$ cat config.mk
export PLATFORM = sky130hd
export DESIGN_NAME = rv32_exec_core
export DESIGN_NICKNAME = d
export VERILOG_FILES = /design/src/hdl/exec_types_pkg.sv /design/src/hdl/rv32i_isa_pkg.sv /design/src/hdl/pipe_ifs.sv /design/src/hdl/alu_stage.sv /design/src/hdl/control_unit.sv /design/src/hdl/operand_stage.sv /design/src/hdl/reg_file.sv /design/src/hdl/rv32_exec_core.sv
export SDC_FILE = /design/constraint.sdc
export NUM_CORES = 2
export LEC_CHECK = 0
export BUFFER_PORTS_ARGS = -buffer_cell sky130_fd_sc_hd__buf_2
export CAP_MARGIN = 20
export CORE_MARGIN = 5
export CORE_UTILIZATION = 35
export DETAILED_ROUTE_END_ITERATION = 8
export PLACE_DENSITY_LB_ADDON = 0.1
export SYNTH_ARGS = -nofsm -noshare
export SYNTH_HDL_FRONTEND = slang
export SYNTH_SLANG_ARGS = --single-unit
$ cat constraint.sdc
create_clock -name clk_i -period 5.3 [get_ports clk_i]
set_clock_uncertainty 0.15 [all_clocks]
set_input_delay 0.53 -clock clk_i [delete_from_list [all_inputs] [get_ports clk_i]]
set_output_delay 0.53 -clock clk_i [all_outputs]
set_load 0.005 [all_outputs]
$ cat src/hdl/exec_types_pkg.sv
// Data width, register count, ALU operation and operand select enums
package exec_types_pkg;

  localparam int XLEN       = 32;
  localparam int REG_ADDR_W = 5;
  localparam int NUM_REGS   = 1 << REG_ADDR_W;

  typedef enum logic [3:0] {
    ALU_ADD  = 4'd0,
    ALU_SUB  = 4'd1,
    ALU_SLL  = 4'd2,
    ALU_SRL  = 4'd3,
    ALU_SRA  = 4'd4,
    ALU_AND  = 4'd5,
    ALU_OR   = 4'd6,
    ALU_XOR  = 4'd7,
    ALU_SLT  = 4'd8,
    ALU_SLTU = 4'd9
  } alu_op_e;

  // Operand A source, LUI takes zero plus the U immediate
  typedef enum logic [1:0] {
    OPA_RS1  = 2'd0,
    OPA_PC   = 2'd1,
    OPA_ZERO = 2'd2
  } opa_sel_e;

  typedef enum logic {
    OPB_RS2 = 1'b0,
    OPB_IMM = 1'b1
  } opb_sel_e;

endpackage

$ cat src/hdl/rv32i_isa_pkg.sv
// RV32I opcode and funct3 enums, instruction formats and field widths
package rv32i_isa_pkg;

  localparam int INSTR_W     = 32;
  localparam int OPCODE_W    = 7;
  localparam int FUNCT3_W    = 3;
  localparam int FUNCT7_W    = 7;
  localparam int REG_FIELD_W = 5;
  localparam int SHAMT_W     = 5;
  localparam int IMM_I_W     = 12;
  localparam int IMM_U_W     = 20;

  // funct7 value that selects SUB and SRA
  localparam logic [FUNCT7_W-1:0] FUNCT7_ALT = 7'b0100000;

  typedef enum logic [OPCODE_W-1:0] {
    LOAD    = 7'b0000011,
    MISCMEM = 7'b0001111,
    IMMED   = 7'b0010011,
    AUIPC   = 7'b0010111,
    STORE   = 7'b0100011,
    REGREG  = 7'b0110011,
    LUI     = 7'b0110111,
    BRANCH  = 7'b1100011,
    JALR    = 7'b1100111,
    JAL     = 7'b1101111,
    SYSTEM  = 7'b1110011
  } opcode_e;

  typedef enum logic [FUNCT3_W-1:0] {
    ADDSUB = 3'd0,
    SLL    = 3'd1,
    SLT    = 3'd2,
    SLTU   = 3'd3,
    XOR    = 3'd4,
    SR     = 3'd5,
    OR     = 3'd6,
    AND    = 3'd7
  } funct3_alu_e;

  typedef struct packed {
    logic [FUNCT7_W-1:0]    funct7;
    logic [REG_FIELD_W-1:0] rs2;
    logic [REG_FIELD_W-1:0] rs1;
    logic [FUNCT3_W-1:0]    funct3;
    logic [REG_FIELD_W-1:0] rd;
    logic [OPCODE_W-1:0]    opcode;
  } rtype_t;

  typedef struct packed {
    logic [IMM_I_W-1:0]     imm11_00;
    logic [REG_FIELD_W-1:0] rs1;
    logic [FUNCT3_W-1:0]    funct3;
    logic [REG_FIELD_W-1:0] rd;
    logic [OPCODE_W-1:0]    opcode;
  } itype_t;

  typedef struct packed {
    logic [IMM_U_W-1:0]     imm31_12;
    logic [REG_FIELD_W-1:0] rd;
    logic [OPCODE_W-1:0]    opcode;
  } utype_t;

endpackage

$ cat src/hdl/pipe_ifs.sv
// Stage interfaces decode_if and exec_if with their modports
`timescale 1ns/1ps

// Decode to operand read
interface decode_if;
  import exec_types_pkg::*;

  logic                  valid;
  logic [REG_ADDR_W-1:0] rs1;
  logic [REG_ADDR_W-1:0] rs2;
  logic [REG_ADDR_W-1:0] rd;
  logic                  wen;
  logic                  illegal;
  logic [XLEN-1:0]       imm;
  opa_sel_e              opa_sel;
  opb_sel_e              opb_sel;
  alu_op_e               alu_op;
  logic [XLEN-1:0]       pc;

  modport dec (output valid, rs1, rs2, rd, wen, illegal, imm, opa_sel, opb_sel, alu_op, pc);
  modport opr (input valid, rs1, rs2, rd, wen, illegal, imm, opa_sel, opb_sel, alu_op, pc);
endinterface

// Operand read to execute
interface exec_if;
  import exec_types_pkg::*;

  logic                  valid;
  logic [XLEN-1:0]       op_a;
  logic [XLEN-1:0]       op_b;
  alu_op_e               alu_op;
  logic [REG_ADDR_W-1:0] rd;
  logic                  wen;
  logic                  illegal;

  modport src  (output valid, op_a, op_b, alu_op, rd, wen, illegal);
  modport sink (input valid, op_a, op_b, alu_op, rd, wen, illegal);
endinterface

$ cat src/hdl/alu_stage.sv
// Execute stage: ALU, write-back port and registered retire outputs
`timescale 1ns/1ps

module alu_stage (
  input  logic                                  clk_i,
  input  logic                                  arst_n_i,
  exec_if.sink                                  ex,
  output logic                                  wb_en_o,
  output logic [exec_types_pkg::REG_ADDR_W-1:0] wb_addr_o,
  output logic [exec_types_pkg::XLEN-1:0]       wb_data_o,
  output logic                                  result_valid_o,
  output logic [exec_types_pkg::REG_ADDR_W-1:0] result_rd_o,
  output logic [exec_types_pkg::XLEN-1:0]       result_data_o,
  output logic                                  illegal_o
);
  import exec_types_pkg::*;

  logic [XLEN-1:0] alu_res;
  logic [4:0]      shamt;

  assign shamt = ex.op_b[4:0];

  always_comb begin
    case (ex.alu_op)
      ALU_ADD:  alu_res = ex.op_a + ex.op_b;
      ALU_SUB:  alu_res = ex.op_a - ex.op_b;
      ALU_SLL:  alu_res = ex.op_a << shamt;
      ALU_SRL:  alu_res = ex.op_a >> shamt;
      ALU_SRA:  alu_res = $unsigned($signed(ex.op_a) >>> shamt);
      ALU_AND:  alu_res = ex.op_a & ex.op_b;
      ALU_OR:   alu_res = ex.op_a | ex.op_b;
      ALU_XOR:  alu_res = ex.op_a ^ ex.op_b;
      ALU_SLT:  alu_res = {{(XLEN-1){1'b0}}, $signed(ex.op_a) < $signed(ex.op_b)};
      ALU_SLTU: alu_res = {{(XLEN-1){1'b0}}, ex.op_a < ex.op_b};
      default:  alu_res = '0;
    endcase
  end

  // Write-back lands on the same edge as the retire registers
  assign wb_en_o   = ex.valid && ex.wen;
  assign wb_addr_o = ex.rd;
  assign wb_data_o = alu_res;

  always_ff @(posedge clk_i or negedge arst_n_i) begin
    if (!arst_n_i) begin
      result_valid_o <= 1'b0;
    end else begin
      result_valid_o <= ex.valid;
    end
  end

  always_ff @(posedge clk_i) begin
    if (ex.valid) begin
      result_rd_o   <= ex.rd;
      result_data_o <= ex.illegal ? '0 : alu_res;
      illegal_o     <= ex.illegal;
    end
  end

  // x0 writes must already be stripped in decode
  a_no_x0_write: assert property (@(posedge clk_i) disable iff (!arst_n_i)
    wb_en_o |-> wb_addr_o != '0);

endmodule

$ cat src/hdl/control_unit.sv
// Decode stage turning an instruction into registered controls, immediate and register selects
`timescale 1ns/1ps

module control_unit (
  input  logic                              clk_i,
  input  logic                              arst_n_i,
  input  logic                              instr_valid_i,
  input  logic [rv32i_isa_pkg::INSTR_W-1:0] instr_i,
  input  logic [exec_types_pkg::XLEN-1:0]   pc_i,
  decode_if.dec                             dec
);
  import rv32i_isa_pkg::*;
  import exec_types_pkg::*;

  rtype_t          r_fmt;
  itype_t          i_fmt;
  utype_t          u_fmt;
  opcode_e         opcode;
  funct3_alu_e     funct3;
  logic            alt;
  logic            shift_op;
  logic [XLEN-1:0] u_imm;
  logic            d_illegal;
  logic            d_wen;
  alu_op_e         d_alu_op;
  logic [XLEN-1:0] d_imm;
  opa_sel_e        d_opa_sel;
  opb_sel_e        d_opb_sel;

  assign r_fmt    = rtype_t'(instr_i);
  assign i_fmt    = itype_t'(instr_i);
  assign u_fmt    = utype_t'(instr_i);
  assign opcode   = opcode_e'(r_fmt.opcode);
  assign funct3   = funct3_alu_e'(r_fmt.funct3);
  assign alt      = |(r_fmt.funct7 & FUNCT7_ALT);
  assign shift_op = (funct3 == SLL) || (funct3 == SR);
  assign u_imm    = {u_fmt.imm31_12, {(XLEN-IMM_U_W){1'b0}}};

  // Only the four ALU classes execute
  always_comb begin
    case (opcode)
      REGREG:     d_illegal = r_fmt.funct7[0];
      IMMED:      d_illegal = shift_op && ((r_fmt.funct7 & ~FUNCT7_ALT) != '0);
      LUI, AUIPC: d_illegal = 1'b0;
      default:    d_illegal = 1'b1;
    endcase
  end

  assign d_wen = !d_illegal && (r_fmt.rd != '0);

  always_comb begin
    d_alu_op = ALU_ADD;
    if (opcode == REGREG || opcode == IMMED) begin
      case (funct3)
        ADDSUB:  d_alu_op = (opcode == REGREG && alt) ? ALU_SUB : ALU_ADD;
        SLL:     d_alu_op = ALU_SLL;
        SLT:     d_alu_op = ALU_SLT;
        SLTU:    d_alu_op = ALU_SLTU;
        XOR:     d_alu_op = ALU_XOR;
        SR:      d_alu_op = alt ? ALU_SRA : ALU_SRL;
        OR:      d_alu_op = ALU_OR;
        AND:     d_alu_op = ALU_AND;
        default: d_alu_op = ALU_ADD;
      endcase
    end
  end

  // Immediate and operand sources
  always_comb begin
    d_opa_sel = OPA_RS1;
    d_opb_sel = OPB_IMM;
    d_imm     = {{(XLEN-IMM_I_W){i_fmt.imm11_00[IMM_I_W-1]}}, i_fmt.imm11_00};
    case (opcode)
      REGREG: d_opb_sel = OPB_RS2;
      IMMED: begin
        if (shift_op) begin
          d_imm = {{(XLEN-SHAMT_W){1'b0}}, i_fmt.imm11_00[SHAMT_W-1:0]};
        end
      end
      LUI: begin
        d_opa_sel = OPA_ZERO;
        d_imm     = u_imm;
      end
      AUIPC: begin
        d_opa_sel = OPA_PC;
        d_imm     = u_imm;
      end
      default: ;
    endcase
  end

  always_ff @(posedge clk_i or negedge arst_n_i) begin
    if (!arst_n_i) begin
      dec.valid <= 1'b0;
    end else begin
      dec.valid <= instr_valid_i;
    end
  end

  always_ff @(posedge clk_i) begin
    if (instr_valid_i) begin
      dec.rs1     <= r_fmt.rs1;
      dec.rs2     <= r_fmt.rs2;
      dec.rd      <= r_fmt.rd;
      dec.wen     <= d_wen;
      dec.illegal <= d_illegal;
      dec.imm     <= d_imm;
      dec.opa_sel <= d_opa_sel;
      dec.opb_sel <= d_opb_sel;
      dec.alu_op  <= d_alu_op;
      dec.pc      <= pc_i;
    end
  end

  // Strobed controls must come from a fully known instruction
  a_dec_ctrl_known: assert property (@(posedge clk_i) disable iff (!arst_n_i)
    dec.valid |-> !$isunknown({dec.wen, dec.illegal, dec.alu_op, dec.opa_sel, dec.opb_sel}));

endmodule

$ cat src/hdl/operand_stage.sv
// Operand read stage with register read, write-back forwarding and operand select
`timescale 1ns/1ps

module operand_stage (
  input  logic                                  clk_i,
  input  logic                                  arst_n_i,
  decode_if.opr                                 dec,
  output logic [exec_types_pkg::REG_ADDR_W-1:0] rs1_o,
  output logic [exec_types_pkg::REG_ADDR_W-1:0] rs2_o,
  input  logic [exec_types_pkg::XLEN-1:0]       rdata1_i,
  input  logic [exec_types_pkg::XLEN-1:0]       rdata2_i,
  input  logic                                  wb_en_i,
  input  logic [exec_types_pkg::REG_ADDR_W-1:0] wb_addr_i,
  input  logic [exec_types_pkg::XLEN-1:0]       wb_data_i,
  exec_if.src                                   ex
);
  import exec_types_pkg::*;

  logic [XLEN-1:0] rs1_val;
  logic [XLEN-1:0] rs2_val;
  logic [XLEN-1:0] op_a;
  logic [XLEN-1:0] op_b;

  // Result still in execute overrides the stale file value
  function automatic logic [XLEN-1:0] fwd(input logic [REG_ADDR_W-1:0] rs,
                                          input logic [XLEN-1:0]       rdata);
    if (wb_en_i && wb_addr_i == rs && rs != '0) begin
      return wb_data_i;
    end
    return rdata;
  endfunction

  assign rs1_o   = dec.rs1;
  assign rs2_o   = dec.rs2;

  always_comb begin
    rs1_val = fwd(dec.rs1, rdata1_i);
    rs2_val = fwd(dec.rs2, rdata2_i);
  end

  always_comb begin
    case (dec.opa_sel)
      OPA_RS1: op_a = rs1_val;
      OPA_PC:  op_a = dec.pc;
      default: op_a = '0;
    endcase
  end

  assign op_b = (dec.opb_sel == OPB_RS2) ? rs2_val : dec.imm;

  always_ff @(posedge clk_i or negedge arst_n_i) begin
    if (!arst_n_i) begin
      ex.valid <= 1'b0;
    end else begin
      ex.valid <= dec.valid;
    end
  end

  always_ff @(posedge clk_i) begin
    if (dec.valid) begin
      ex.op_a    <= op_a;
      ex.op_b    <= op_b;
      ex.alu_op  <= dec.alu_op;
      ex.rd      <= dec.rd;
      ex.wen     <= dec.wen;
      ex.illegal <= dec.illegal;
    end
  end

endmodule

$ cat src/hdl/reg_file.sv
// Register file: 32 x XLEN, x0 hardwired to zero, two read ports, one write port
`timescale 1ns/1ps

module reg_file (
  input  logic                                clk_i,
  input  logic                                arst_n_i,
  input  logic [exec_types_pkg::REG_ADDR_W-1:0] rs1_i,
  input  logic [exec_types_pkg::REG_ADDR_W-1:0] rs2_i,
  output logic [exec_types_pkg::XLEN-1:0]       rdata1_o,
  output logic [exec_types_pkg::XLEN-1:0]       rdata2_o,
  input  logic                                wb_en_i,
  input  logic [exec_types_pkg::REG_ADDR_W-1:0] wb_addr_i,
  input  logic [exec_types_pkg::XLEN-1:0]       wb_data_i
);
  import exec_types_pkg::*;

  // No storage behind x0
  logic [XLEN-1:0] regs [1:NUM_REGS-1];

  always_ff @(posedge clk_i or negedge arst_n_i) begin
    if (!arst_n_i) begin
      for (int i = 1; i < NUM_REGS; i++) begin
        regs[i] <= '0;
      end
    end else if (wb_en_i && wb_addr_i != '0) begin
      regs[wb_addr_i] <= wb_data_i;
    end
  end

  // Combinational reads
  assign rdata1_o = (rs1_i == '0) ? '0 : regs[rs1_i];
  assign rdata2_o = (rs2_i == '0) ? '0 : regs[rs2_i];

endmodule

$ cat src/hdl/rv32_exec_core.sv
// Top level: decode, operand read and execute stages around the register file
`timescale 1ns/1ps

module rv32_exec_core (
  input  logic                                  clk_i,
  input  logic                                  arst_n_i,
  input  logic                                  instr_valid_i,
  input  logic [rv32i_isa_pkg::INSTR_W-1:0]     instr_i,
  input  logic [exec_types_pkg::XLEN-1:0]       pc_i,
  output logic                                  result_valid_o,
  output logic [exec_types_pkg::REG_ADDR_W-1:0] result_rd_o,
  output logic [exec_types_pkg::XLEN-1:0]       result_data_o,
  output logic                                  illegal_o
);
  import exec_types_pkg::*;

  logic [REG_ADDR_W-1:0] rs1;
  logic [REG_ADDR_W-1:0] rs2;
  logic [XLEN-1:0]       rdata1;
  logic [XLEN-1:0]       rdata2;
  logic                  wb_en;
  logic [REG_ADDR_W-1:0] wb_addr;
  logic [XLEN-1:0]       wb_data;

  decode_if dec_bus ();
  exec_if   ex_bus ();

  control_unit cu_i (
    .clk_i         (clk_i),
    .arst_n_i      (arst_n_i),
    .instr_valid_i (instr_valid_i),
    .instr_i       (instr_i),
    .pc_i          (pc_i),
    .dec           (dec_bus.dec)
  );

  reg_file rf_i (
    .clk_i     (clk_i),
    .arst_n_i  (arst_n_i),
    .rs1_i     (rs1),
    .rs2_i     (rs2),
    .rdata1_o  (rdata1),
    .rdata2_o  (rdata2),
    .wb_en_i   (wb_en),
    .wb_addr_i (wb_addr),
    .wb_data_i (wb_data)
  );

  // Write-back also feeds the forwarding path
  operand_stage opr_i (
    .clk_i     (clk_i),
    .arst_n_i  (arst_n_i),
    .dec       (dec_bus.opr),
    .rs1_o     (rs1),
    .rs2_o     (rs2),
    .rdata1_i  (rdata1),
    .rdata2_i  (rdata2),
    .wb_en_i   (wb_en),
    .wb_addr_i (wb_addr),
    .wb_data_i (wb_data),
    .ex        (ex_bus.src)
  );

  alu_stage alu_i (
    .clk_i          (clk_i),
    .arst_n_i       (arst_n_i),
    .ex             (ex_bus.sink),
    .wb_en_o        (wb_en),
    .wb_addr_o      (wb_addr),
    .wb_data_o      (wb_data),
    .result_valid_o (result_valid_o),
    .result_rd_o    (result_rd_o),
    .result_data_o  (result_data_o),
    .illegal_o      (illegal_o)
  );

endmodule

==> reports/metrics.cfg <==
[clock_tree]
clock_latency_ps = 820
cts_tree = yes
clkSlewWorstSetupHoldPaths_ps = 60
cts_made_buffers = 147
post_cts_resized = 0
clockRootBuffer = clkbuf_16
h-tree-depth = 4
clkSinkCount = 1196
postCtsSetupBuffers = 0
cts_buffer_depth = 3
cts.hold.buffers_added = 61

[die]
coreArea_um2 = 190000
rows = 160
die_area_um2 = 200000
start_util = 0.352
die_w_um = 447
die_h_um = 447
io_pins = 106

[synth]
avgSynthCellArea_um2 = 11.0
synth-edff-count = 201
ys_top_cells_by_count = 1020 x nor2_1, 995 x dfrtp_1, 928 x a21oi_1
yosys.area.top_type_share = 0.372
ys_seq_elements = 1196
yosysWarningCount = 0
synth_most_common_cell = nor2_1
synth_cell_types = 84
synth_area_um2 = 66900
async_reset_ff_frac = 0.832
synth_nets = 6235
seq_area_frac_synth = 0.463
synthCells = 6067
synthTopCellsByArea = dfrtp_1 37%, mux4_2 20%, edfxtp_1 9.0%
synth_area_leader_cell = dfrtp_1
synth_flop_cell = dfrtp_1

[worst_setup_path]
crit_arrival_ps = 5390
r2r_cells = 12
worst-path-max-fanout = 34
end_kind = register
startpoint_type = register
required_ps = 5670
path_class = reg -> reg

[routing]
drtAntennaViolNets = 0
drt-met1-wl_um = 122000
wire_per_inst_um = 31.0
top_layer = met5
drt_iter0_markers = 5245
wl_met2_um = 122000
vias_per_cell = 5.87
drcViolationCount = 0
dr_total_vias = 51006
finalWirelength_um = 269000
wl_met3_um = 17100
dr.pass1.iters = 6

[timing]
holdWs_ps = 82.1
finalSetupTns_ps = 0
grt_setup_unrepaired = false
hold_viol_final = 0
period_share = 0.947
layout_min_cycle_time_ps = 5020
report.final.slew_viol_count = 0
worst_slew_pin_slew_ps = 1180
slew_headroom = 0.213
fmax_mhz = 199
finalSetupViolCount = 0

[final_layout]
area_delta_synth_final_pct = 15.0
drive_gt1_frac = 0.222
fin_util = 0.404
finalNetCount = 6222
fin_area_um2 = 76900
multi_input_area_um2 = 33900
n_fill_cell = 18376
seqCellArea_um2 = 30900

[grt]
grt_pass1_vias = 50458
grt_pass1_wl_um = 387000
grt_max_degree = 136
antenna_found_initial = 11
grt_util_all_layers = 0.268
grt-ovfl-total = 0

[outcome]
status = finished clean

[pwr]
p_leak_nw = 31.5
p_int_mw = 22.2
sequentialPowerShare = 0.405
pwr_density_cell_nw_per_um2 = 433
power_mw = 33.3
p_comb_frac = 0.290
ir_worst_vdd_mv = 0.362
pwr-share-clk = 0.305
p_sw_frac = 0.333
switching_power_mw = 11.1

[placement]
placed_area_um2 = 71500
gp_congestion = 0.957
dp_hpwl_um = 175000
port_buffers = 105

[flow_run]
maxCapViolations = 0

[hold_path]
holdPathStages = 3
min_path_type = in -> reg

[flip-flops by register name, indices dropped and copies added (netlist names), 2 cells and up]
name,count
cu_i.dec.pc,32
opr_i.ex.rd,5
cu_i.dec.rd,5
rf_i.regs,992
cu_i.dec.alu_op,4
cu_i.dec.opa_sel,2
cu_i.dec.imm,32
opr_i.ex.op_a,32
opr_i.ex.alu_op,4
cu_i.dec.rs2,5
cu_i.dec.rs1,5
alu_i.result_rd_o,5
opr_i.ex.op_b,32
alu_i.result_data_o,32
[power groups by stage]
stage / combinational (mW) / sequential (mW) / clock (mW)
floorplan: 6.77 / 13.0 / 0
global placement: 9.44 / 13.5 / 0
detailed placement: 9.54 / 13.6 / 0
CTS: 9.60 / 13.5 / 10.4
global route: 10.4 / 13.8 / 10.8
finish: 9.65 / 13.5 / 10.2
[logic make-up after synthesis]
logic type	count (synthesis)	synth area share
AO/OA/AOI/OAI	1658	0.142
XOR/XNOR	28	0.00367
adder cells (fa/ha/maj)	101	0.0191
buffers and inverters	683	0.0394
flip-flops	1196	0.463
multiplexers	809	0.237
AND/OR/NAND/NOR	1592	0.0963
[per-stage QoR]
| step | cells | worst slack, ps |
|---|---|---|
| 4_1_cts | 8683 | 265 |
| 3_3_place_gp | 8353 | 334 |
| 5_1_grt | 8683 | 23.3 |
| 6_report | 8684 | 279 |
| 2_1_floorplan | 6067 | 633 |
| 3_5_place_dp | 8355 | 311 |
[critical path, stage by stage, from the launching register on]
cell	delay [ps]
edfxtp_1	600
inv_1	90
ha_1	420
or4_1	560
or3_1	340
a21oi_2	250
nor4b_2	160
o211ai_2	340
a21bo_4	220
a21oi_1	80
or4_4	530
a22oi_4	820
o21ai_1	150
[worst paths after layout]
check / start / to / slack, ps
max: opr_i.ex.op_a[9]$_SDFFCE_PN0P_ / opr_i.ex.op_a[27]$_SDFFCE_PN0P_ / 280
min: instr_i[6] / cu_i.dec.opa_sel[1]$_SDFFCE_PP0P_ / 80
max reg2reg: opr_i.ex.op_a[9]$_SDFFCE_PN0P_ / opr_i.ex.op_a[27]$_SDFFCE_PN0P_ / 280
min reg2reg: cu_i.dec.wen$_DFFE_PP_ / opr_i.ex.wen$_DFFE_PP_ / 270
max in group asynchronous: arst_n_i / rf_i.regs[331]$_DFFE_PN0P_ / 3350
min in group asynchronous: arst_n_i / rf_i.regs[206]$_DFFE_PN0P_ / 270
[metal layers]
layer / GRT usage / up-vias
met4: 0.0765 / 6
met1: 0.392 / 26517
met3: 0.0447 / 338
met5: 0 / -
met2: 0.414 / 1775
li1: - / 22370
[cell usage in the layout (no fill, tap or decap), types with 27 or more instances in the layout]
cell type,count
a211oi_1,30
a21o_1,27
a21oi_1,918
a221oi_1,31
a22o_1,54
buf_12,55
buf_2,104
buf_4,193
clkbuf_1,45
clkbuf_16,153
clkbuf_8,29
dfrtp_1,993
dlygate4sd3_1,61
edfxtp_1,201
ha_1,99
inv_1,100
mux2_2,97
mux2i_1,104
mux4_2,608
nand2_1,372
nand3_1,29
nor2_1,994
nor3_1,35
o21ai_0,332
o221ai_1,43
o22ai_1,30
[cell type report]
| class | instances | area share |
|---|---|---|
| inverter | 107 | 0.00522 |
| antenna | 1 | 0.0000325 |
| tap | 2511 | 0.0409 |
| clock buffer | 227 | 0.0572 |
| timing repair buffer | 414 | 0.0481 |
| clock inverter | 40 | 0.00526 |
| sequential | 1196 | 0.402 |
| multi-input combinational | 4188 | 0.441 |
(Power assumes the default switching activity.)
